<file path="src/design/dma_defines.svh">
// width, depth and backend count macros of the DMA subsystem
// shared by the packages, RTL and testbench

`ifndef DMA_DEFINES_SVH
`define DMA_DEFINES_SVH

// word address into the on-chip memory
`define DMA_ADDR_W 8
// one data word
`define DMA_DATA_W 32
// copy backends, 1, 2, 4 or 8
`define DMA_NUM_BE 4
// memory depth in words
`define DMA_MEM_WORDS 256
// transfer length in words, 0 to 256
`define DMA_LEN_W 9
// byte address width of both APB ports
`define DMA_APB_AW 12

`endif

</file>
<file path="src/design/dma_reg_pkg.sv">
// register map of the frontend APB block
// byte offsets and STATUS bit positions

`include "dma_defines.svh"

package dma_reg_pkg;

  // byte offsets, one 32-bit word per register
  typedef enum logic [`DMA_APB_AW-1:0] {
    REG_SRC     = 'h00,
    REG_DST     = 'h04,
    REG_LEN     = 'h08,
    REG_NEXT_ID = 'h0C,
    REG_STATUS  = 'h10
  } reg_off_e;

  // STATUS fields
  localparam int unsigned STAT_IDLE_BIT = 0;
  localparam int unsigned STAT_DONE_BIT = 1;

endpackage

</file>
<file path="src/design/dma_xfer_pkg.sv">
// copy datapath types
// backend states plus address, word and length vectors

`include "dma_defines.svh"

package dma_xfer_pkg;

  typedef logic [`DMA_ADDR_W-1:0] word_addr_t;
  typedef logic [`DMA_DATA_W-1:0] word_t;
  typedef logic [`DMA_LEN_W-1:0]  len_t;

  // backend engine states
  typedef enum logic {
    BE_IDLE = 1'b0,
    BE_COPY = 1'b1
  } be_state_e;

endpackage

</file>
<file path="src/design/dma_frontend.sv">
// APB register block of the DMA
// descriptor registers, id counter, sticky done flag and launch pulse

`timescale 1ns/1ps
`include "dma_defines.svh"

module dma_frontend (
  input  logic                     clk_i,
  input  logic                     rst_ni,
  input  logic                     psel_i,
  input  logic                     penable_i,
  input  logic                     pwrite_i,
  input  logic [`DMA_APB_AW-1:0]   paddr_i,
  input  logic [`DMA_DATA_W-1:0]   pwdata_i,
  output logic [`DMA_DATA_W-1:0]   prdata_o,
  output logic                     pready_o,
  output logic                     pslverr_o,
  input  logic                     idle_i,
  input  logic                     complete_i,
  output logic                     launch_o,
  output dma_xfer_pkg::word_addr_t src_o,
  output dma_xfer_pkg::word_addr_t dst_o,
  output dma_xfer_pkg::len_t       len_o,
  output logic [31:0]              id_o
);

  import dma_reg_pkg::*;
  import dma_xfer_pkg::*;

  // host-programmed descriptor
  word_addr_t  src_q;
  word_addr_t  dst_q;
  len_t        len_q;
  // id handed out by the next launch
  logic [31:0] next_id_q;
  logic        done_q;
  logic        access;
  logic        launch_ok;
  logic        rd_launch;
  reg_off_e    off;

  // access phase of a zero-wait transfer
  assign access   = psel_i & penable_i;
  assign off      = reg_off_e'(paddr_i);
  assign pready_o = 1'b1;

  // a launch already in flight counts as busy
  assign launch_ok = idle_i & ~launch_o;
  assign rd_launch = access & ~pwrite_i & (off == REG_NEXT_ID) & launch_ok;

  // read mux and error decode
  always_comb begin
    prdata_o  = '0;
    pslverr_o = 1'b0;
    case (off)
      REG_SRC: prdata_o = `DMA_DATA_W'(src_q);
      REG_DST: prdata_o = `DMA_DATA_W'(dst_q);
      REG_LEN: prdata_o = `DMA_DATA_W'(len_q);
      REG_NEXT_ID: begin
        // busy reads return 0, host retries
        prdata_o  = launch_ok ? `DMA_DATA_W'(next_id_q) : '0;
        pslverr_o = pwrite_i;
      end
      REG_STATUS: begin
        prdata_o[STAT_IDLE_BIT] = idle_i;
        prdata_o[STAT_DONE_BIT] = done_q;
        pslverr_o               = pwrite_i;
      end
      default: pslverr_o = 1'b1;
    endcase
  end

  always_ff @(posedge clk_i or negedge rst_ni) begin
    if (!rst_ni) begin
      src_q     <= '0;
      dst_q     <= '0;
      len_q     <= '0;
      next_id_q <= 32'd1;
      done_q    <= 1'b0;
      launch_o  <= 1'b0;
    end else begin
      launch_o <= rd_launch;
      // launch beats a completion in the same cycle
      if (launch_o) begin
        done_q <= 1'b0;
      end else if (complete_i) begin
        done_q <= 1'b1;
      end
      if (rd_launch) begin
        next_id_q <= next_id_q + 32'd1;
      end
      // descriptor writes, read-only registers ignore the data
      if (access && pwrite_i) begin
        case (off)
          REG_SRC: src_q <= pwdata_i[`DMA_ADDR_W-1:0];
          REG_DST: dst_q <= pwdata_i[`DMA_ADDR_W-1:0];
          REG_LEN: len_q <= pwdata_i[`DMA_LEN_W-1:0];
          default: ;
        endcase
      end
    end
  end

  // snapshot of the launched descriptor, held until the next launch
  always_ff @(posedge clk_i) begin
    if (rd_launch) begin
      src_o <= src_q;
      dst_o <= dst_q;
      len_o <= len_q;
      id_o  <= next_id_q;
    end
  end

endmodule

</file>
<file path="config.mk">
export PLATFORM = sky130hd
export DESIGN_NAME = dma_frontend
export DESIGN_NICKNAME = d
export VERILOG_FILES = /design/src/design/dma_reg_pkg.sv /design/src/design/dma_xfer_pkg.sv /design/src/design/dma_frontend.sv
export VERILOG_INCLUDE_DIRS = /design/src /design/src/design
export SDC_FILE = /design/constraint.sdc
export NUM_CORES = 1
export LEC_CHECK = 0
export CORE_MARGIN = 2
export CORE_UTILIZATION = 55
export DETAILED_ROUTE_END_ITERATION = 8
export DONT_BUFFER_PORTS = 1
export PLACE_DENSITY = 0.75
export SYNTH_ARGS = -nofsm -noshare
export SYNTH_HDL_FRONTEND = slang
export SYNTH_SLANG_ARGS = --single-unit
</file>
<file path="constraint.sdc">
create_clock -name clk_i -period 2.9 [get_ports clk_i]
set_clock_uncertainty 0.1 [all_clocks]
set_input_delay 0.435 -clock clk_i [delete_from_list [all_inputs] [get_ports clk_i]]
set_output_delay 0.435 -clock clk_i [all_outputs]
set_load 0.02 [all_outputs]
</file>
==> impl_metrics.csv, run 1 <==
group,metric,value,unit
status,outcome,"completed",
sta,setup_viol,0,
pwr,swShare,21.89,%
place,gp_congestion,0.7700,
hold_path,hold_class,"input port to register",
sta,maxSlewViolCount,0,
route,vias,2994,
yosys,muxShareOfSynthArea,7.951,%
pwr,intPower,2.792,mW
floorplan,initial_utilization,56.66,%
sta,tns,0,ps
yosys,synthesis.nets,409,
yosys,synth_compound_gate_area_share,2.684,%
clocking,numCtsBuffers,17,
route,routed_wl,10020,um
yosys,synth_adder_area_share,0.2532,%
route,wl_per_cell,19.79,um
clocking,cts_tree,"done",
clocking,clk-insertion-delay-late,510,ps
clocking,htree_levels,4,
final_layout,utilization,66.71,%
worst_setup_path,cp.arrival,2190,ps
yosys,yosys.area_share.simple,16.89,%
final_layout,drive_above_1_share,23.37,%
sta,fmax,0.3664,GHz
sta,finalCritPeriodShare,94.11,%
route,postRouteAntennaNets,0,
pwr,comb_power_share,1.6,%
place,dp_hpwl,6511,um
route,via_per_inst,5.917,
worst_setup_path,worstSetupPathType,"register to primary output",
final_layout,final_area,5818,um^2
route,drc,0,
worst_setup_path,worstRegToRegCells,4,
grt,grt_max_degree,60,
floorplan,rows,34,
sta,hold_violations,0,
worst_setup_path,crit_path_end_kind,"primary output",
pwr,p_clk_share,50.3,%
pwr,cellLeakagePower,2.551,nW
final_layout,layout.area.seq,3189,um^2
clocking,clk_pin_slew,60,ps
pwr,powerDensity,614.3,nW/um^2
floorplan,core,8721,um^2
yosys,avgSynthCellArea,13.84,um^2
yosys,synth_cell_type_count,43,
sta,maxSlewHeadroom,60.73,%
flow_run,maxCapViolCount,0,
yosys,synth_seq_area_share,64.55,%
sta,period_needed,2729,ps
yosys,synth-xor-area-share,5.495,%
floorplan,die_x,98.78,um
final_layout,fin_nets,437,
yosys,yosys_warnings,0,
sta,rsz0062_at_grt,"false",
yosys,synth_top_family_by_area,"simple AND/OR/NAND/NOR gates",
sta,tightestPinTransition,587.3,ps
grt,antenna_found_initial,0,
pwr,vdd_ir_drop_max,0.3916,mV
floorplan,die_area,9757,um^2
floorplan,boundaryPins,143,
final_layout,fillers,615,
yosys,syn_inst,357,
floorplan,die_h,98.78,um
hold_path,holdPathStages,2,
yosys,synth-seq-cells,116,
final_layout,antennaDiodeCount,0,
clocking,root_buffer,"clkbuf_8",
final_layout,area_growth,17.75,%
pwr,power.net_switching,0.7823,mW
worst_setup_path,crit_required,2370,ps
clocking,clkSinkCount,116,
place,place_inst,462,
grt,grt_pass1_wl,15730,um
route,drt_iter0_drc,98,
route,first_pass_iters,4,
place,post_dp_cell_area,5159,um^2
yosys,synthesis.area,4941,um^2
grt,grt_overflow,0,
place,portBuffers,0,
final_layout,multi_input_area,1652,um^2
grt,grt_pass1_vias,2961,
worst_setup_path,start_kind,"register",
clocking,post_cts_buffers,0,
grt,grtUsageTotal,21.21,%
sta,whs,77.53,ps
pwr,pwr-share-seq,48.1,%
final_layout,final_cells,506,
worst_setup_path,path_max_fanout,17,
clocking,clk_path_buf_depth,2,
-- flip-flops by register name (all words and copies together), names as in the netlist --
name	cells
len_o	9
next_id_q	32
dst_q	8
len_q	9
src_o	8
src_q	8
dst_o	8
id_o	32
done_q	1
launch_o	1
-- layout by cell type (no fill, tap or decap), types with 8 or more instances in the layout --
master / instances
nand4_1: 8
nor3_1: 17
mux2_4: 8
mux2_2: 18
o21ai_0: 8
nand2_1: 21
dlygate4sd3_1: 11
nor4_2: 9
xor2_1: 25
nand3_1: 11
dfrtp_1: 58
clkbuf_16: 16
buf_4: 14
and2_1: 24
edfxtp_1: 57
-- routing by layer --
metal  track usage, %  routed length [um]  part of all wire [%]  vias up
met5                0                   0                     0        -
met4            7.798                 155                   1.5        0
li1                 -                   -                     -     1371
met1            28.61                4392                    44     1514
met3            7.163                 501                   5.0       10
met2            32.28                4966                    50       99
-- through the flow --
step	setup slack, ps	total power [mW]
5_1_grt	29.67	3.686
2_1_floorplan	235.7	1.777
4_1_cts	122.5	3.604
3_5_place_dp	215.5	1.770
6_report	170.8	3.574
3_3_place_gp	223.1	1.770
-- worst paths after layout --
path                                 to  slack [ps]       start
max                        prdata_o[25]         170    launch_o
min                            dst_q[0]          80  paddr_i[3]
max reg2reg                    len_o[3]         690    launch_o
min reg2reg                    src_o[3]         370    src_q[3]
max in group asynchronous  next_id_q[0]        2060      rst_ni
min in group asynchronous      dst_q[1]         350      rst_ni
-- power by group through the flow --
| stage | registers [mW] | clock network, mW | logic [mW] |
|---|---|---|---|
| floorplan | 1.75 | 0 | 0.0277 |
| global placement | 1.75 | 0 | 0.0205 |
| detailed placement | 1.75 | 0 | 0.0207 |
| CTS | 1.72 | 1.83 | 0.0579 |
| global route | 1.72 | 1.91 | 0.0640 |
| finish | 1.72 | 1.80 | 0.0575 |
-- cell families (layout without fill, tap and decap cells) --
family                     after synthesis  count (layout)
and+or+nand+nor                        130             130
DFF                                    116             116
muxes                                   33              33
xor gates and xnor gates                31              31
buffers and inverters                   25              66
AOI/OAI and AO/OA                       20              20
adders and majority gates                1               1
other                                    1               1
-- timing repair --
item,CTS,global route
endpoints found under the setup margin,0,2
hold buffers,12,0
gates resized for setup,0,1
endpoints found under the hold margin,85,0
-- layout make-up --
cell class	count	area share (%)
clock buffer	17	7.118
clock inverter	15	1.828
inverter	5	0.3226
multi-input combinational	216	28.39
sequential	116	54.82
tap	108	2.323
timing repair buffer	29	5.204
-- cell usage after synthesis, drive strengths merged --
library cell  instances  area, um^2
ha                    1       12.51
nor3b                 2       26.28
mux2i                 7       70.07
a22oi                 1       7.510
xnor2                 6       52.55
nand2                21       78.83
xor2                 25       219.0
a22o                  6       52.55
conb                  1       3.750
nand3b                3       22.52
o21ai                 8       40.04
o21a                  1       7.510
nor4b                 1       8.760
and3                  3       18.77
mux2                 26       322.8
dfstp                 1       26.28
dfrtp                58        1451
a211oi                1       7.510
inv                   5       18.77
nand4                 8       50.05
nor2b                 1       6.260
or4                   5       45.04
a21oi                 2       10.01
and2                 25       156.4
edfxtp               57        1712
nand3                11       55.05
and4b                 1       10.01
o21bai                1       7.510
nor4                 16       156.4
and3b                 2       17.52
buf                   7       36.28
and4                  6       52.55
nor2                  6       22.52
or2                   1       6.260
nor3                 18       101.4
clkbuf               13       48.80
-- worst max-delay path, cell delays in order, from the launching register on --
cell	delay [ps]
dfrtp_1	470
and4b_2	390
and4_1	310
buf_4	230
and2_1	290
No activity file was read; power rests on OpenSTA's default activity.
==> run 2, diff against run 1 <==
==> constraint.sdc (replaced) <==
create_clock -name clk_i -period 2.9 [get_ports clk_i]
set_clock_uncertainty 0.1 [all_clocks]
set_input_delay 0 -clock clk_i [delete_from_list [all_inputs] [get_ports clk_i]]
set_output_delay 0 -clock clk_i [all_outputs]
set_load 0.02 [all_outputs]
==> run 2 against run 1 <==
Against the previous run: flip-flop and latch count stayed put; critical path depth is 3 higher; count of clock-buffer cells in the layout stayed put; non-clock buffer count is 8 higher; combinational power is 28% higher; critical endpoint is now next_id_q[6]; global-route usage is 1.8 points higher; die area stayed put; utilization is 2.2 points higher; register-to-register slack worse by 160 ps; routed wire length is 7.4% higher; critical path type is now input port to register; worst hold slack better by 1.1 ps; via count is 3.4% higher.
==> impl_metrics.csv, run 2 (synthesized netlist as in run 1, its figures left out) <==
group,metric,value,unit
status,outcome,"completed",
sta,fmax,0.4121,GHz
final_layout,multi_input_area,1649,um^2
place,dp_hpwl,6490,um
route,wl_per_cell,20.93,um
worst_setup_path,critPathMostFrequentCell,"dlygate4sd3_1",
floorplan,die_area,9757,um^2
place,gp_congestion,0.8008,
worst_setup_path,path_cells,"dlygate4sd3_1 -> nor4_1 -> dlygate4sd3_1 -> nand4_1 -> dlygate4sd3_1 -> nor4_1 -> xor2_1",
route,postRouteAntennaNets,0,
grt,grt_overflow,0,
sta,tightestPinTransition,813.6,ps
floorplan,core,8721,um^2
worst_setup_path,cp.arrival,2740,ps
worst_setup_path,slowest_delay,670,ps
final_layout,antennaDiodeCount,0,
hold_path,hold_class,"input port to register",
final_layout,layout.area.seq,3189,um^2
worst_setup_path,crit_required,3220,ps
worst_setup_path,cpMaxStageDelayCell,"dlygate4sd3_1",
worst_setup_path,worst_r2r_startpoint,"launch_o",
clocking,post_cts_resized,0,
pwr,swShare,20.36,%
floorplan,die_x,98.78,um
pwr,comb_power_share,1.9,%
floorplan,boundaryPins,143,
pwr,powerDensity,659.6,nW/um^2
final_layout,final_common_cell,"dfrtp_1",
route,via_per_inst,6.023,
pwr,vdd_ir_drop_max,0.3498,mV
sta,maxSlewHeadroom,45.34,%
grt,grt_pass1_vias,3173,
sta,hold_violations,0,
grt,grtUsageTotal,23.01,%
clocking,clk_pin_slew,60,ps
worst_setup_path,worstSetupPathType,"input port to register",
sta,maxSlewViolCount,0,
sta,rsz0062_at_grt,"false",
floorplan,die_h,98.78,um
pwr,cellLeakagePower,2.623,nW
flow_run,maxCapViolCount,0,
pwr,power.net_switching,0.8066,mW
floorplan,initial_utilization,56.66,%
sta,setup_viol,0,
worst_setup_path,start_kind,"input port",
final_layout,utilization,68.87,%
floorplan,rows,34,
clocking,cts_tree,"done",
worst_setup_path,r2r-end,"next_id_q[6]",
worst_setup_path,path_max_fanout,3,
final_layout,fillers,609,
final_layout,reg_top3,"id_o (32), next_id_q (32)",
pwr,p_clk_share,54.8,%
grt,grt_pass1_wl,16830,um
worst_setup_path,crit_path_end_kind,"register",
worst_setup_path,reg2reg_slack,530,ps
clocking,numCtsBuffers,17,
sta,period_needed,2427,ps
clocking,root_buffer,"clkbuf_8",
hold_path,whs_endpoint,"next_id_q[7]",
clocking,clkSinkCount,116,
final_layout,layout_common_cells,"dfrtp_1 (58), edfxtp_1 (57), dlygate4sd3_1 (26)",
pwr,pwr-share-seq,43.3,%
worst_setup_path,worstRegToRegCells,5,
final_layout,fin_nets,445,
clocking,htree_levels,4,
route,routed_wl,10760,um
route,drt_iter0_drc,142,
hold_path,holdPathStages,5,
route,vias,3096,
grt,antenna_found_initial,0,
sta,finalCritPeriodShare,83.67,%
route,first_pass_iters,4,
pwr,intPower,3.155,mW
clocking,clk_path_buf_depth,2,
final_layout,drive_above_1_share,20.69,%
place,portBuffers,0,
clocking,clk-insertion-delay-late,500,ps
clocking,hold_buffers,28,
final_layout,area_growth,21.55,%
hold_path,hp-start,"paddr_i[8]",
route,drc,0,
grt,grt_max_degree,59,
sta,tns,0,ps
clocking,post_cts_buffers,0,
## run 2: layout make-up
cell class | count | area share (%)
flip-flops and latches | 116 | 53.10
repair buffers | 37 | 6.583
clock inverters | 15 | 3.396
inverters | 5 | 0.3125
well taps | 108 | 2.250
multi-input cells | 216 | 27.46
clock buffers | 17 | 6.896
## run 2: worst max-delay path, delay by kind of cell
kind / cells / cell delay (ps)
buf+inv: 3 / 1860
simple gates: 3 / 720
xor+xnor: 1 / 180
## run 2: worst max-delay path by stage
stage / from / depth (start not counted) / endpoint
2_1_floorplan: launch_o / 5 / next_id_q[1]
3_3_place_gp: paddr_i[1] / 5 / len_q[6]
3_5_place_dp: paddr_i[1] / 5 / next_id_q[13]
4_1_cts: launch_o / 5 / prdata_o[1]
5_1_grt: paddr_i[6] / 7 / next_id_q[6]
6_report: paddr_i[6] / 7 / next_id_q[6]
## run 2: power groups by stage
stage	Clock [mW]	Sequential [mW]	Combinational (mW)
5_1_grt	2.28	1.72	0.0809
3_3_place_gp	0	1.75	0.0203
2_1_floorplan	0	1.75	0.0276
3_5_place_dp	0	1.75	0.0204
4_1_cts	2.20	1.72	0.0736
6_report	2.17	1.72	0.0737
## run 2: routing by layer
layer	vias to the layer above	GRT usage [%]	routed length, um
met1	1544	29.38	4478
met4	0	11.49	283
met3	26	6.454	600
met5	-	0	0
met2	140	36.33	5395
li1	1386	-	-
## run 2: through the flow
step / area, um^2 / instances / power (mW) / hold slack [ps] / worst slack, ps
3_3_place_gp: 5072 / 454 / 1.769 / -394.5 / 509.9
4_1_cts: 6006 / 514 / 3.993 / 59.65 / 484.6
2_1_floorplan: 4942 / 357 / 1.777 / -395.6 / 222.1
6_report: 6006 / 514 / 3.961 / 78.62 / 473.5
5_1_grt: 6006 / 514 / 4.082 / 82.68 / 313.4
3_5_place_dp: 5072 / 454 / 1.770 / -394.7 / 407.2
==> run 3, diff against run 2 <==
--- a/config.mk
+++ b/config.mk
@@ -6,11 +6,12 @@
 export SDC_FILE = /design/constraint.sdc
 export NUM_CORES = 1
 export LEC_CHECK = 0
+export ABC_AREA = 1
 export CORE_MARGIN = 2
 export CORE_UTILIZATION = 55
 export DETAILED_ROUTE_END_ITERATION = 8
 export DONT_BUFFER_PORTS = 1
-export PLACE_DENSITY = 0.75
+export PLACE_DENSITY = 0.72
 export SYNTH_ARGS = -nofsm -noshare
 export SYNTH_HDL_FRONTEND = slang
 export SYNTH_SLANG_ARGS = --single-unit
==> constraint.sdc (replaced) <==
create_clock -name clk_i -period 2.3 [get_ports clk_i]
set_clock_uncertainty 0.1 [all_clocks]
set_input_delay 0 -clock clk_i [delete_from_list [all_inputs] [get_ports clk_i]]
set_output_delay 0 -clock clk_i [all_outputs]
set_load 0.02 [all_outputs]
==> run 3 against run 2 <==
Against the previous run: the run now ends with hold timing left; routed wire length grew 18%; via count up 33%; clock power grew 33%; sequential power rose by 26%; die area grew 9.3%; sequential share of layout area decreased by 6.1 points; total power increased by 30%; count of clock-buffer cells in the layout up 3.
==> impl_metrics.csv, run 3 <==
group,metric,value,unit
grt,grt_pass1_wl,19750,um
worst_setup_path,start_kind,"input port",
pwr,cellLeakagePower,2.985,nW
route,routed_wl,12710,um
clocking,clkSinkCount,116,
grt,grt_overflow,0,
yosys,yosys_warnings,0,
floorplan,die_area,10670,um^2
grt,grt_max_degree,60,
sta,maxSlewViolCount,0,
clocking,cts_tree,"done",
worst_setup_path,cp.arrival,2590,ps
worst_setup_path,reg2reg_slack,320,ps
clocking,numCtsBuffers,17,
worst_setup_path,crit_path_end_kind,"register",
yosys,synthesis.nets,633,
worst_setup_path,worstRegToRegCells,6,
sta,period_needed,2225,ps
route,drc,0,
worst_setup_path,worstSetupPathType,"input port to register",
place,post_dp_cell_area,5585,um^2
worst_setup_path,r2r-end,"next_id_q[0]",
pwr,vdd_ir_drop_max,0.3876,mV
route,first_pass_iters,7,
yosys,synth_commonest_cells,"nand2_1 (189), nor2_1 (63), dfrtp_1 (58), edfxtp_1 (57), inv_1 (55)",
route,via_per_inst,5.265,
final_layout,antennaDiodeCount,0,
clocking,clk-insertion-delay-late,530,ps
yosys,synth_async_sr_flop_share,50.86,%
final_layout,final_area,6792,um^2
route,wl_per_cell,16.21,um
grt,grtUsageTotal,25.21,%
sta,rsz0062_at_grt,"true",
worst_setup_path,crit_required,2670,ps
floorplan,core,9684,um^2
yosys,synth.top_cell.area_share,31.57,%
sta,finalCritPeriodShare,96.75,%
yosys,synth_top_cell_by_area,"edfxtp_1",
final_layout,drive_above_1_share,17.05,%
final_layout,layout.area.seq,3189,um^2
status,outcome,"complete, but fails checks",
worst_setup_path,cpMaxStageDelayCell,"dlygate4sd3_1",
clocking,clk_pin_slew,60,ps
hold_path,holdPathStages,5,
place,gp_congestion,0.9114,
place,portBuffers,0,
floorplan,boundaryPins,143,
yosys,synth_cell_type_count,32,
floorplan,die_x,103.3,um
grt,antenna_found_initial,0,
yosys,synth-seq-cells,116,
final_layout,fillers,672,
sta,hold_violations,6,
final_layout,area_growth,25.27,%
worst_setup_path,slowest_delay,620,ps
final_layout,layout_common_cells,"nand2_1 (189), nor2_1 (60), dfrtp_1 (58)",
clocking,clk_path_buf_depth,2,
worst_setup_path,path_cells,"dlygate4sd3_1 -> nor2_1 -> nand2_2 -> nor2_8 -> dlygate4sd3_1 -> nand3_4 -> xnor2_1 -> dlygate4sd3_1",
grt,grt_pass1_vias,3945,
sta,fmax,0.4494,GHz
floorplan,initial_utilization,55.98,%
route,drt_iter0_drc,286,
place,dp_hpwl,8420,um
worst_setup_path,path_max_fanout,8,
yosys,synth_seq_area_share,58.83,%
hold_path,whs_endpoint,"len_q[0]",
yosys,ys_top_cells_by_area,"edfxtp_1 (32%), dfrtp_1 (27%), nand2_1 (13%), nor2_1 (4.4%), inv_1 (3.8%)",
floorplan,die_h,103.3,um
sta,setup_viol,0,
final_layout,multi_input_area,2024,um^2
pwr,powerDensity,759.9,nW/um^2
hold_path,hold_class,"input port to register",
yosys,synth_enable_flop_cells,57,
route,vias,4128,
final_layout,fin_nets,690,
yosys,synth.most_common_cell,"nand2_1",
worst_setup_path,worst_r2r_startpoint,"launch_o",
final_layout,reg_top3,"id_o (32), next_id_q (32)",
yosys,synthesis.area,5421,um^2
status,violations,"hold timing",
final_layout,final_cells,784,
yosys,avgSynthCellArea,9.331,um^2
flow_run,maxCapViolCount,0,
final_layout,final_common_cell,"nand2_1",
clocking,root_buffer,"clkbuf_8",
yosys,ys.flop_type,"dfrtp_1",
sta,tns,0,ps
place,place_inst,710,
route,postRouteAntennaNets,0,
clocking,htree_levels,4,
sta,whs,-16.00,ps
floorplan,rows,36,
yosys,syn_inst,581,
worst_setup_path,critPathMostFrequentCell,"dlygate4sd3_1",
hold_path,hp-start,"paddr_i[2]",
-- run 3: changes by cell type after synthesis, sizes merged, moves of 7 or more --
| cell | change |
|---|---|
| and2 | -25 |
| clkbuf | -13 |
| inv | +60 |
| mux2 | -26 |
| mux2i | -7 |
| nand2 | +176 |
| nand3 | +26 |
| nor2 | +89 |
| nor3 | -10 |
| nor4 | -16 |
| o21ai | +19 |
| xor2 | -15 |
-- run 3: cells by family (layout without fill, tap and decap cells) --
family          count (synthesis)  after routing  synth area share, %
simple gates                  349            349                29.43
flops                         116            116                58.83
buf+inv                        74            144                5.816
compound gates                 28             28                3.692
xor+xnor                       12             12                1.939
fa+ha+maj                       1              1               0.2308
other cells                     1              1              0.06917
-- run 3: metrics by stage --
step / power [mW] / setup slack (ps) / hold WS [ps] / util [%]
3_3_place_gp: 2.241 / 355.4 / -394.2 / 57.67
2_1_floorplan: 2.239 / 174.5 / -395.6 / -
4_1_cts: 5.182 / -95.62 / 6.996 / 68.80
5_1_grt: 5.303 / -22.97 / 7.138 / 70.13
6_report: 5.161 / 74.70 / -16.00 / 70.13
3_5_place_dp: 2.243 / 329.9 / -394.1 / 57.67
-- run 3: where the power goes --
group / internal, mW / switching, mW
clock network: 1.95 / 0.935
registers: 2.17 / 0.000499
logic: 0.0456 / 0.0603
-- run 3: worst max-delay path by stage --
| stage | from | end | slack, ps | cells after the start |
|---|---|---|---|---|
| after floorplan | launch_o | dst_o[0] | 170 | 5 |
| after global placement | launch_o | id_o[17] | 360 | 6 |
| after detailed placement | launch_o | next_id_q[24] | 330 | 9 |
| after CTS | launch_o | prdata_o[20] | -100 | 5 |
| after global routing | launch_o | prdata_o[22] | -20 | 5 |
| final | paddr_i[9] | next_id_q[0] | 70 | 8 |
-- run 3: what timing repair did --
item,4_1_cts,5_1_grt
endpoints found under the hold margin,118,6
resized for setup,1,26
pin swaps,0,1
setup endpoints to repair,6,32
buffers inserted,0,1
hold buffers,40,2
-- run 3: layout make-up --
cell class                 count  share of cell area (%)
inverter                      67                   3.814
multi-input combinational    391                   29.81
sequential                   116                   46.96
timing repair buffer          45                   7.296
tap                          133                   2.450
clock buffer                  20                   6.706
clock inverter                12                   2.966
-- run 3: critical path: cells and delay by family --
family | cells | cell delay [ps]
buf+inv | 3 | 1730
xor+xnor | 1 | 180
simple gates | 4 | 680
-- run 3: layer usage --
layer | global-route usage (%) | up-vias | share of wire, %
met1 | 31.70 | 1942 | 42
met3 | 8.535 | 34 | 6.9
li1 | - | 1971 | -
met4 | 12.75 | 0 | 3.1
met2 | 39.06 | 181 | 48
met5 | 0 | - | 0
